===== src/source/pito_pkg.sv =====
package pito_pkg;

    // ====================
    // widths and sizes
    // ====================
    localparam int xlen = 32;

    // defaults picked up by the top level
    localparam int num_harts_dflt = 8;
    localparam int imem_depth     = 1024;
    localparam int dmem_depth     = 1024;

    typedef logic [xlen-1:0] word_t;
    typedef logic [4:0]      reg_addr_t;

    // ====================
    // instruction fields
    // ====================
    // major opcodes, bits 6:0
    localparam logic [6:0] opc_op     = 7'b0110011;
    localparam logic [6:0] opc_op_imm = 7'b0010011;
    localparam logic [6:0] opc_lui    = 7'b0110111;
    localparam logic [6:0] opc_load   = 7'b0000011;
    localparam logic [6:0] opc_store  = 7'b0100011;
    localparam logic [6:0] opc_branch = 7'b1100011;
    localparam logic [6:0] opc_jal    = 7'b1101111;

    // funct3, bits 14:12
    localparam logic [2:0] f3_add_sub = 3'b000;
    localparam logic [2:0] f3_sll     = 3'b001;
    localparam logic [2:0] f3_slt     = 3'b010;
    localparam logic [2:0] f3_xor     = 3'b100;
    localparam logic [2:0] f3_srl_sra = 3'b101;
    localparam logic [2:0] f3_or      = 3'b110;
    localparam logic [2:0] f3_and     = 3'b111;
    localparam logic [2:0] f3_word    = 3'b010;
    localparam logic [2:0] f3_beq     = 3'b000;
    localparam logic [2:0] f3_bne     = 3'b001;

    // funct7, bits 31:25
    localparam logic [6:0] f7_base = 7'b0000000;
    localparam logic [6:0] f7_alt  = 7'b0100000;

    // decoded instruction, unknown encodings land on nop
    typedef enum logic [4:0] {
        RV32_NOP, RV32_ADD, RV32_SUB, RV32_AND, RV32_OR, RV32_XOR, RV32_SLT,
        RV32_SLL, RV32_SRL, RV32_SRA, RV32_ADDI, RV32_ANDI, RV32_ORI, RV32_XORI,
        RV32_SLLI, RV32_SRLI, RV32_LUI, RV32_LW, RV32_SW, RV32_BEQ, RV32_BNE,
        RV32_JAL
    } rv32_opcode_e;

    typedef enum logic [3:0] {
        ALU_ADD, ALU_SUB, ALU_AND, ALU_OR, ALU_XOR, ALU_SLT, ALU_SLL, ALU_SRL,
        ALU_SRA, ALU_PASS_B
    } rv32_alu_op_e;

endpackage


===== src/source/rv32_next_pc.sv =====
module rv32_next_pc import pito_pkg::*; (
    input  rv32_opcode_e opcode,
    input  logic         alu_z,
    input  word_t        pc,
    input  word_t        imm,
    output logic         taken,
    output word_t        target,
    output word_t        link
);

    // taken from the sub result, jal always
    always_comb begin
        case (opcode)
            RV32_BEQ: taken = alu_z;
            RV32_BNE: taken = !alu_z;
            RV32_JAL: taken = 1'b1;
            default:  taken = 1'b0;
        endcase
    end

    // pc relative target
    assign target = pc + imm;
    // return address for jal
    assign link   = pc + 32'd4;

endmodule


===== config.mk =====
export PLATFORM = sky130hd
export DESIGN_NAME = rv32_next_pc
export DESIGN_NICKNAME = d
export VERILOG_FILES = /design/src/source/pito_pkg.sv /design/src/source/rv32_next_pc.sv
export SDC_FILE = /design/constraint.sdc
export NUM_CORES = 1
export LEC_CHECK = 0
export BUFFER_PORTS_ARGS = -buffer_cell sky130_fd_sc_hd__buf_2
export CAP_MARGIN = 20
export CORE_UTILIZATION = 42
export DETAILED_ROUTE_END_ITERATION = 6
export PLACE_DENSITY = 0.87
export SLEW_MARGIN = 20
export SYNTH_ARGS = -nofsm -noshare
export SYNTH_HDL_FRONTEND = slang
export SYNTH_SLANG_ARGS = --single-unit
export TNS_END_PERCENT = 10

===== constraint.sdc =====
create_clock -name vclk -period 2.47
set_clock_uncertainty 0.05 [all_clocks]
set_input_delay 0.1235 -clock vclk [all_inputs]
set_output_delay 0.1235 -clock vclk [all_outputs]
set_load 0.1 [all_outputs]

==> impl_metrics.tcl <==
set metrics [dict create \
    outcome "finished, violations left" \
    violations "negative setup slack" \
    period_needed_ns 2.75 \
    pwr_density_cell_nw_per_um2 585 \
    grt-ovfl-total 0 \
    io_buffers 135 \
    dr.pass1.iters 5 \
    dp.cells 570 \
    die-area_um2 5550 \
    grt_max_degree 9 \
    hold_start "pc[31]" \
    ys_warn_count 0 \
    synth_xor_area_share_pct 22.2 \
    grt_pass1_wl_um 15800 \
    synth-compound-area-share_pct 30.8 \
    max_slew_margin_pct 64.0 \
    cp_data_arrival_time_ns 2.58 \
    hold_viol 0 \
    seq_cell_count 0 \
    fin_nets 611 \
    p_leak_nw 2.04 \
    groute.usage.overall_pct 36.8 \
    setup_ws_ns -0.281 \
    crit_cells 11 \
    gp_congestion 0.962 \
    finalSetupTns_ns -1.84 \
    min_period_over_period_pct 111 \
    grt_pass1_vias 3523 \
    cp_data_required_time_ns 2.30 \
    nClkBuffers 0 \
    final-seq-area_um2 0 \
    syn_area_um2 2210 \
    vias 3538 \
    path_max_fanout 8 \
    clkPwrFrac_pct 0 \
    criticalPathCategory "input port to primary output" \
    final_cell_mix "96 x buf_2, 60 x buf_4, 39 x nand2_1, 36 x buf_12, 33 x a21oi_1" \
    cp-end-kind "primary output" \
    synthTopCellsByArea "ha_1 18%, xnor2_1 15%, a21oi_1 7.7%" \
    routedWlPerCell_um 18.6 \
    seq_area_frac_synth_pct 0 \
    synth_area_per_cell_um2 6.90 \
    fmax_ghz 0.364 \
    worst_hold_path_type "input port to primary output" \
    synthAdderAreaFrac_pct 19.0 \
    synthMuxAreaShare_pct 0 \
    power_switching_mw 1.67 \
    synthSimpleGateAreaFrac_pct 24.2 \
    worstMarginPinSlew_ns 0.536 \
    rows 26 \
    antenna_found_initial 0 \
    first_iter_violations 240 \
    ant_nets 0 \
    route.detailed.vias_per_inst 6.14 \
    min_to "link[31]" \
    coreArea_um2 5070 \
    max_stage_delay_ns 0.43 \
    synth_nets 423 \
    hold_buffers 0 \
    layout_commonest_cell "buf_2" \
    intPower_mw 0.824 \
    io-pin-count 135 \
    vdd_drop_max_uv 603 \
    final_cell_count_no_fill 576 \
    crit_path_top_delay_cell "ha_1" \
    wl_um 10700 \
    drv_slew 0 \
    drv_cap 0 \
    synth_top_family_by_area "compound AO/OA/AOI/OAI gates" \
    synth_top_area_share_pct 18.1 \
    min_path_cells 3 \
    dp_slack_ns -0.493 \
    die_w_um 74.5 \
    crit_family "compound AO/OA/AOI/OAI gates" \
    finalSetupViolCount 13 \
    crit_buf_inv 3 \
    comb_power_share_pct 100.0 \
    synth_top_cell_by_area "ha_1" \
    start_util_pct 43.5 \
    path_cells "buf_2 > ha_1 > a21oi_1 > o21ai_0 > a211oi_1 > nor3_1 > a311oi_4 > buf_6 > o41ai_4 > xor2_4 > buf_12" \
    drive_gt1_share_pct 46.8 \
    rsz0062_at_grt "yes" \
    yosysUniqueCellTypes 49 \
    holdWs_ns 0.575 \
    startpoint_type "input port" \
    dp_hpwl_um 8530 \
    drcViolationCount 0 \
    fp.dieH_um 74.5 \
    diodes 0 \
    area_delta_synth_final_pct 92.6 \
    final_util_pct 83.8 \
    seqPwrFrac_pct 0 \
    netSwitchingFraction_pct 66.9 \
    netlist_instances 320 \
]
==> metal layers <==
metal | GRT usage (%) | vias to the layer above | part of all wire [%]
met1 | 37.0 | 1616 | 34
met2 | 68.7 | 281 | 51
met3 | 5.96 | 76 | 8.2
met5 | 0 | - | 0
met4 | 25.6 | 0 | 6.7
li1 | - | 1565 | -
==> power by group through the flow <==
| stage | logic (mW) | clock network [mW] | registers, mW |
|---|---|---|---|
| 6_report | 2.49 | 0 | 0 |
| 4_1_cts | 2.43 | 0 | 0 |
| 5_1_grt | 2.56 | 0 | 0 |
| 2_1_floorplan | 1.59 | 0 | 0 |
| 3_5_place_dp | 2.39 | 0 | 0 |
| 3_3_place_gp | 2.34 | 0 | 0 |
==> cell families after synthesis <==
group	count (synthesis)
buffers and inverters	17
xor gates and xnor gates	56
AOI/OAI and AO/OA	104
adders and majority gates	33
and+or+nand+nor	110
==> synth_stat cells, types with 2 or more instances <==
cell type,instances
o211ai_1,4
nor2b_1,3
nand4_1,6
and3_1,15
and4_1,2
a21boi_0,2
buf_2,4
inv_1,7
a211oi_1,6
o31ai_1,3
nor2_1,18
a221oi_1,2
xnor2_1,39
a31oi_1,5
a21oi_1,34
xor2_1,17
nand3_1,17
o21ai_0,17
nor3b_1,2
ha_1,32
nor3_1,3
a21o_1,10
buf_4,4
o21ai_1,2
nand2_1,39
clkbuf_1,2
o21bai_1,3
==> worst max-delay path by stage <==
stage | from | to | slack, ns
2_1_floorplan | pc[4] | target[25] | -0.62
3_3_place_gp | pc[0] | target[30] | -0.39
3_5_place_dp | pc[0] | target[26] | -0.49
4_1_cts | pc[0] | target[26] | -0.22
5_1_grt | pc[0] | target[26] | -0.34
6_report | pc[15] | target[30] | -0.28
==> layout make-up <==
| class | instances | area (um^2) |
|---|---|---|
| multi-input combinational | 303 | 2440 |
| timing repair buffer | 196 | 1700 |
| inverter | 7 | 26.3 |
| tap | 70 | 87.6 |
| fill | 277 | 821 |
==> worst min-delay path: cells and delay by family <==
family	cells	cell delay, ns
buffers and inverters	2	0.28
xor gates and xnor gates	1	0.10
==> metrics by stage <==
stage / total power [mW] / instance area [um^2]
floorplan: 1.59 / 2400
global placement: 2.34 / 4060
detailed placement: 2.39 / 4060
CTS: 2.43 / 4180
global route: 2.56 / 4250
finish: 2.49 / 4250
==> repair_timing <==
action	in CTS	in global routing
setup buffers	2	4
setup endpoints to repair	18	21
gates resized for setup	18	10
endpoints found under the hold margin	0	0
pin swaps	4	4
Note: power is estimated with default switching activity, not from simulation.
