<file path="src/source/pito_pkg.sv">
package pito_pkg;

    // ====================
    // widths and sizes
    // ====================
    localparam int xlen = 32;

    // defaults picked up by the top level
    localparam int num_harts_dflt = 8;
    localparam int imem_depth     = 1024;
    localparam int dmem_depth     = 1024;

    typedef logic [xlen-1:0] word_t;
    typedef logic [4:0]      reg_addr_t;

    // ====================
    // instruction fields
    // ====================
    // major opcodes, bits 6:0
    localparam logic [6:0] opc_op     = 7'b0110011;
    localparam logic [6:0] opc_op_imm = 7'b0010011;
    localparam logic [6:0] opc_lui    = 7'b0110111;
    localparam logic [6:0] opc_load   = 7'b0000011;
    localparam logic [6:0] opc_store  = 7'b0100011;
    localparam logic [6:0] opc_branch = 7'b1100011;
    localparam logic [6:0] opc_jal    = 7'b1101111;

    // funct3, bits 14:12
    localparam logic [2:0] f3_add_sub = 3'b000;
    localparam logic [2:0] f3_sll     = 3'b001;
    localparam logic [2:0] f3_slt     = 3'b010;
    localparam logic [2:0] f3_xor     = 3'b100;
    localparam logic [2:0] f3_srl_sra = 3'b101;
    localparam logic [2:0] f3_or      = 3'b110;
    localparam logic [2:0] f3_and     = 3'b111;
    localparam logic [2:0] f3_word    = 3'b010;
    localparam logic [2:0] f3_beq     = 3'b000;
    localparam logic [2:0] f3_bne     = 3'b001;

    // funct7, bits 31:25
    localparam logic [6:0] f7_base = 7'b0000000;
    localparam logic [6:0] f7_alt  = 7'b0100000;

    // decoded instruction, unknown encodings land on nop
    typedef enum logic [4:0] {
        RV32_NOP, RV32_ADD, RV32_SUB, RV32_AND, RV32_OR, RV32_XOR, RV32_SLT,
        RV32_SLL, RV32_SRL, RV32_SRA, RV32_ADDI, RV32_ANDI, RV32_ORI, RV32_XORI,
        RV32_SLLI, RV32_SRLI, RV32_LUI, RV32_LW, RV32_SW, RV32_BEQ, RV32_BNE,
        RV32_JAL
    } rv32_opcode_e;

    typedef enum logic [3:0] {
        ALU_ADD, ALU_SUB, ALU_AND, ALU_OR, ALU_XOR, ALU_SLT, ALU_SLL, ALU_SRL,
        ALU_SRA, ALU_PASS_B
    } rv32_alu_op_e;

endpackage

</file>
<file path="src/source/rv32_decoder.sv">
module rv32_decoder import pito_pkg::*; (
    input  word_t        instr,
    output rv32_opcode_e opcode,
    output rv32_alu_op_e alu_op,
    output reg_addr_t    rs1,
    output reg_addr_t    rs2,
    output reg_addr_t    rd,
    output word_t        imm,
    output logic [4:0]   shamt
);

    logic [6:0] major;
    logic [2:0] f3;
    logic [6:0] f7;
    word_t      imm_i;
    word_t      imm_s;
    word_t      imm_b;
    word_t      imm_u;
    word_t      imm_j;

    // raw fields
    assign major = instr[6:0];
    assign f3    = instr[14:12];
    assign f7    = instr[31:25];
    assign rs1   = instr[19:15];
    assign rs2   = instr[24:20];
    assign rd    = instr[11:7];
    assign shamt = instr[24:20];

    // immediates, all sign extended from bit 31
    assign imm_i = {{20{instr[31]}}, instr[31:20]};
    assign imm_s = {{20{instr[31]}}, instr[31:25], instr[11:7]};
    assign imm_b = {{19{instr[31]}}, instr[31], instr[7], instr[30:25], instr[11:8], 1'b0};
    assign imm_u = {instr[31:12], 12'b0};
    assign imm_j = {{11{instr[31]}}, instr[31], instr[19:12], instr[20], instr[30:21], 1'b0};

    // major opcode plus function fields
    always_comb begin
        opcode = RV32_NOP;
        case (major)
            opc_op: begin
                case ({f7, f3})
                    {f7_base, f3_add_sub}: opcode = RV32_ADD;
                    {f7_alt,  f3_add_sub}: opcode = RV32_SUB;
                    {f7_base, f3_sll}:     opcode = RV32_SLL;
                    {f7_base, f3_slt}:     opcode = RV32_SLT;
                    {f7_base, f3_xor}:     opcode = RV32_XOR;
                    {f7_base, f3_srl_sra}: opcode = RV32_SRL;
                    {f7_alt,  f3_srl_sra}: opcode = RV32_SRA;
                    {f7_base, f3_or}:      opcode = RV32_OR;
                    {f7_base, f3_and}:     opcode = RV32_AND;
                    default:               opcode = RV32_NOP;
                endcase
            end
            opc_op_imm: begin
                case (f3)
                    f3_add_sub: opcode = RV32_ADDI;
                    f3_and:     opcode = RV32_ANDI;
                    f3_or:      opcode = RV32_ORI;
                    f3_xor:     opcode = RV32_XORI;
                    // shifts by immediate need a clean funct7
                    f3_sll:     opcode = (f7 == f7_base) ? RV32_SLLI : RV32_NOP;
                    f3_srl_sra: opcode = (f7 == f7_base) ? RV32_SRLI : RV32_NOP;
                    default:    opcode = RV32_NOP;
                endcase
            end
            opc_lui:    opcode = RV32_LUI;
            opc_load:   opcode = (f3 == f3_word) ? RV32_LW : RV32_NOP;
            opc_store:  opcode = (f3 == f3_word) ? RV32_SW : RV32_NOP;
            opc_branch: begin
                case (f3)
                    f3_beq:  opcode = RV32_BEQ;
                    f3_bne:  opcode = RV32_BNE;
                    default: opcode = RV32_NOP;
                endcase
            end
            opc_jal:    opcode = RV32_JAL;
            default:    opcode = RV32_NOP;
        endcase
    end

    // alu operation per instruction
    always_comb begin
        case (opcode)
            RV32_ADD, RV32_ADDI, RV32_LW, RV32_SW: alu_op = ALU_ADD;
            // branches compare through sub and the zero flag
            RV32_SUB, RV32_BEQ, RV32_BNE:          alu_op = ALU_SUB;
            RV32_AND, RV32_ANDI:                   alu_op = ALU_AND;
            RV32_OR, RV32_ORI:                     alu_op = ALU_OR;
            RV32_XOR, RV32_XORI:                   alu_op = ALU_XOR;
            RV32_SLT:                              alu_op = ALU_SLT;
            RV32_SLL, RV32_SLLI:                   alu_op = ALU_SLL;
            RV32_SRL, RV32_SRLI:                   alu_op = ALU_SRL;
            RV32_SRA:                              alu_op = ALU_SRA;
            default:                               alu_op = ALU_PASS_B;
        endcase
    end

    // immediate format per instruction
    always_comb begin
        case (opcode)
            RV32_LUI:           imm = imm_u;
            RV32_SW:            imm = imm_s;
            RV32_BEQ, RV32_BNE: imm = imm_b;
            RV32_JAL:           imm = imm_j;
            default:            imm = imm_i;
        endcase
    end

endmodule

</file>
<file path="config.mk">
export PLATFORM = sky130hd
export DESIGN_NAME = rv32_decoder
export DESIGN_NICKNAME = d
export VERILOG_FILES = /design/src/source/pito_pkg.sv /design/src/source/rv32_decoder.sv
export SDC_FILE = /design/constraint.sdc
export NUM_CORES = 1
export LEC_CHECK = 0
export ABC_CLOCK_PERIOD_IN_PS = 3900
export BUFFER_PORTS_ARGS = -buffer_cell sky130_fd_sc_hd__buf_2
export CAP_MARGIN = 20
export CORE_MARGIN = 5
export CORE_UTILIZATION = 42
export DETAILED_ROUTE_END_ITERATION = 7
export PLACE_DENSITY = 0.85
export SYNTH_ARGS = -nofsm -noshare
export SYNTH_HDL_FRONTEND = slang
export SYNTH_SLANG_ARGS = --single-unit
</file>
<file path="constraint.sdc">
create_clock -name vclk -period 3.9
set_input_delay 0.195 -clock vclk [all_inputs]
set_output_delay 0.195 -clock vclk [all_outputs]
set_load 0.02 [all_outputs]
</file>
==> impl_metrics.ini, run 1 <==
[power]
p_comb_share_pct = 100.0
pwr-share-seq_pct = 0
clockPowerShare_pct = 0
switchingPower_mw = 0.09757
p_per_area_mw_per_mm2 = 105.0
p_int_mw = 0.06006
total_power_mw = 0.1576
leakage_nw = 0.8857
ir_worst_vdd_uv = 83.88
p_sw_share_pct = 61.90

[global_routing]
grt_util_all_layers_pct = 18.52
grt_pass1_wl_mm = 6.534
grt_max_degree = 15
grt_pass1_vias = 1459
grt_overflow = 0
antenna_found_initial = 0

[setup_path]
slowest_delay_ns = 0.52
critical_path.cell_chain = buf_2, or2_2, nor4b_2, buf_4, nor2b_1, o21ai_0, a22oi_1, a221oi_1, ha_1, inv_1, a2111oi_2, buf_4, nand2_1, and2_1, buf_2
path_class = in2out
cpMaxStageDelayCell = a221oi_1
arrival_ns = 3.15
crit_start = instr[3]
end_kind = output port
critPathRequiredTime_ns = 3.70
start_kind = input pin
cp_max_fo = 12

[logic_synthesis]
synth_cell_types = 51
seq_area_frac_synth_pct = 0
syn-mean-instance-area_sq_um = 6.915
yosys_warnings = 0
synthCells = 167
synth_nets = 206
syn-cell-area_sq_mm = 0.001155

[layout]
area_delta_synth_final_pct = 30.01
seq_area_sq_um = 0
seq_cells = 0
drive_gt1_share_pct = 46.61
nets = 277
post-route-util_pct = 55.89
fin_cells = 267
clock_buffer_count = 0
antenna_cells = 0

[timing]
fmax_ghz = 0.2986
tightest_slew_ns = 0.7541
finalHoldViolCount = 0
fin_setup_tns_ns = 0
period_share_pct = 85.87
rsz0062_at_grt = false
maxSlewHeadroom_pct = 49.73
drv_slew = 0
final-setup-viol-count = 0
post-route-min-period_ns = 3.349

[floorplanning]
core-area_sq_mm = 0.002686
initial_core_util_pct = 42.99
chipHeight_um = 62.44
rows = 19
die_area_sq_mm = 0.003898
die_width_um = 62.44
boundaryPins = 93

[status]
status = complete, no violations

[routing]
num_vias = 1477
wl_per_cell_um = 13.78
postRouteAntennaNets = 0
drtIter0Drc = 96
first_pass_iters = 4
vias_per_cell = 5.532
wl_mm = 3.678
drc_errors = 0

[job]
cap_violations = 0

[clocking]
cts_setup_buffers = 0
hold_buffers = 0
ctsResizeCount = 0

[min_path]
min_from = instr[19]
min_to = rs1[4]
hold_path_class = in2out
holdPathStages = 2

[place]
gp_congestion = 0.8730
dp_cells = 267
detailed_place_hpwl_mm = 3.021
io_buffers = 93
[cell type report]
class,count,area (sq um)
fill,270,1185
tap,31,38.79
multi-input combinational,131,938.4
inverter,9,36.28
timing repair buffer,96,488.0
[metal layers]
metal,vias up,routed length [um],track usage (%)
met2,73,1801,34.07
li1,727,-,-
met5,-,0,0
met1,675,1554,22.95
met4,0,18,3.183
met3,2,304,2.338
[synth_stat cells (all sizes together) (4+ instances only)]
| library cell | instances | area [sq um] |
|---|---|---|
| a21o | 20 | 157.6 |
| clkbuf | 5 | 18.77 |
| buf | 22 | 161.4 |
| ha | 7 | 87.58 |
| o21ai | 7 | 35.03 |
| and2 | 6 | 37.54 |
| nand3 | 4 | 25.02 |
| nand2 | 14 | 52.55 |
| inv | 9 | 36.29 |
| nor2 | 13 | 48.80 |
| a22o | 4 | 35.03 |
| a21oi | 10 | 57.56 |
| nor2b | 5 | 31.28 |
[power by group through the flow]
stage               Sequential, mW  Clock (mW)  Combinational (mW)
finish                           0           0               0.158
global placement                 0           0               0.156
CTS                              0           0               0.159
floorplan                        0           0               0.112
detailed placement               0           0               0.158
global route                     0           0               0.173
[worst max path at each step]
stage          endpoint  slack [ns]  cells after the start
2_1_floorplan   imm[20]        0.84                     12
3_3_place_gp    imm[12]        0.64                     15
3_5_place_dp    imm[10]        0.54                     15
4_1_cts         imm[10]        0.53                     15
5_1_grt          imm[8]        0.18                     15
6_report         imm[6]        0.55                     15
[worst max-delay path, delay by kind of cell]
kind            cells  cell delay (ns)
compound gates      4             1.08
fa+ha+maj           1             0.37
buf+inv             5             0.79
simple gates        5             0.71
[logic make-up after synthesis]
logic type,after synthesis,synth area share (%)
buf+inv,36,18.74
xor+xnor,3,2.276
compound gates,60,40.96
fa+ha+maj,7,7.584
simple gates,61,30.45
[layout by cell type (no fill, tap or decap), types with 2 or more instances in the layout]
cell type,Yosys,routed
buf_4,21,3
a31o_2,2,2
nor3_1,2,2
or4_1,2,2
nand2_1,14,14
a21oi_2,2,2
a21o_1,19,19
a221oi_1,2,2
nor2_1,13,13
a22o_1,4,4
o21ai_0,5,5
buf_2,0,93
o21ai_1,2,2
xnor2_1,3,3
nor2b_1,5,5
and2_1,6,6
inv_1,8,8
nand3_1,3,3
a21oi_1,8,8
and3_1,3,3
ha_1,7,7
o31a_1,2,2
[through the flow]
| stage | instance area [sq um] | setup WS [ns] | hold WS [ns] |
|---|---|---|---|
| 5_1_grt | 1501 | 0.1803 | 0.6382 |
| 4_1_cts | 1501 | 0.5322 | 0.6264 |
| 6_report | 1501 | 0.5511 | 0.6255 |
| 3_5_place_dp | 1501 | 0.5361 | 0.6252 |
| 3_3_place_gp | 1501 | 0.6395 | 0.6239 |
| 2_1_floorplan | 1155 | 0.8378 | 0.5026 |
No activity file was read; power rests on OpenSTA's default activity.
==> run 2, diff against run 1 <==
- MAX_ROUTING_LAYER: unset -> met4
==> run 2 against run 1 <==
Critical path depth unchanged; critical endpoint unchanged; hold slack about the same; fmax about the same; routed wire length up 0.14%; global-route usage up 0.51 points; die area unchanged.
==> impl_metrics.ini, run 2 (synthesis results as in run 1) <==
[status]
status = complete, no violations

[floorplanning]
initial_core_util_pct = 42.99
boundaryPins = 93
chipHeight_um = 62.44
rows = 19
die_area_sq_mm = 0.003898
core-area_sq_mm = 0.002686
die_width_um = 62.44

[layout]
area_delta_synth_final_pct = 30.01
mostFrequentLayoutCells = buf_2, a21o_1, nand2_1
seq_area_sq_um = 0
final_area_sq_mm = 0.001501
clock_buffer_count = 0
final_common_cell = buf_2
antenna_cells = 0
nets = 277
seq_cells = 0
drive_gt1_share_pct = 46.61

[routing]
first_pass_iters = 4
drtIter0Drc = 80
num_vias = 1474
vias_per_cell = 5.521
drc_errors = 0
wl_per_cell_um = 13.79
postRouteAntennaNets = 0
wl_mm = 3.683

[global_routing]
antenna_found_initial = 0
grt_max_degree = 15
grt_pass1_vias = 1458
grt_pass1_wl_mm = 6.534
grt_util_all_layers_pct = 19.03
grt_overflow = 0

[place]
detailed_place_hpwl_mm = 3.021
io_buffers = 93
place_ws_ns = 0.5361
place_area_sq_mm = 0.001501
gp_congestion = 0.8874

[timing]
post-route-min-period_ns = 3.349
maxSlewHeadroom_pct = 50.23
drv_slew = 0
fin_setup_tns_ns = 0
finalHoldViolCount = 0
final.setup.worst_slack_ns = 0.5510
tightest_slew_ns = 0.7465
period_share_pct = 85.87
final-setup-viol-count = 0
fmax_ghz = 0.2986
rsz0062_at_grt = false

[power]
ir_worst_vdd_uv = 83.89
leakage_nw = 0.8857
p_per_area_mw_per_mm2 = 105.1

[setup_path]
start_kind = input pin
cp_max_fo = 12
end_kind = output port
critPathRequiredTime_ns = 3.70
path_class = in2out
arrival_ns = 3.15

[job]
cap_violations = 0

[clocking]
ctsResizeCount = 0
hold_buffers = 0
cts_setup_buffers = 0

[min_path]
hold_path_class = in2out
run 2: cell counts in the layout (fill, tap and decap cells not counted):
No cell type changed its count.
run 2: through the flow:
| stage | power [mW] | cells | util (%) | hold WS, ns |
|---|---|---|---|---|
| global placement | 0.1557 | 267 | 55.89 | 0.6239 |
| detailed placement | 0.1582 | 267 | 55.89 | 0.6252 |
| CTS | 0.1586 | 267 | 55.89 | 0.6264 |
| finish | 0.1577 | 267 | 55.89 | 0.6255 |
| floorplan | 0.1116 | 167 | - | 0.5026 |
| global route | 0.1728 | 267 | 55.89 | 0.6382 |
run 2: final timing paths:
path	startpoint	to	slack (ns)	depth (start not counted)
hold / removal	instr[19]	rs1[4]	0.63	2
setup / recovery	instr[3]	imm[6]	0.55	15
run 2: layout make-up:
class,count,area (sq um)
tap,31,38.79
timing repair buffer,96,488.0
inverter,9,36.28
multi-input combinational,131,938.4
fill,270,1185
run 2: critical path, stage by stage:
cell	delay [ns]
buf_2	0.12
or2_2	0.18
nor4b_2	0.06
buf_4	0.15
nor2b_1	0.16
o21ai_0	0.19
a22oi_1	0.09
a221oi_1	0.52
ha_1	0.37
inv_1	0.12
a2111oi_2	0.28
buf_4	0.25
nand2_1	0.13
and2_1	0.18
buf_2	0.15
run 2: layer usage:
metal  track usage [%]  vias to the layer above  part of all wire [%]
met3             1.978                        2                   8.1
met1             23.17                      673                    42
li1                  -                      728                     -
met5                 -                        -                     0
met4             3.183                        0                  0.49
met2             34.07                       71                    49
run 2: power breakdown:
group	leakage (nW)	total (mW)	switching, mW	internal, mW
clock network	0	0	0	0
logic	0.886	0.158	0.0977	0.0601
registers	0	0	0	0
total	0.886	0.158	0.0977	0.0601
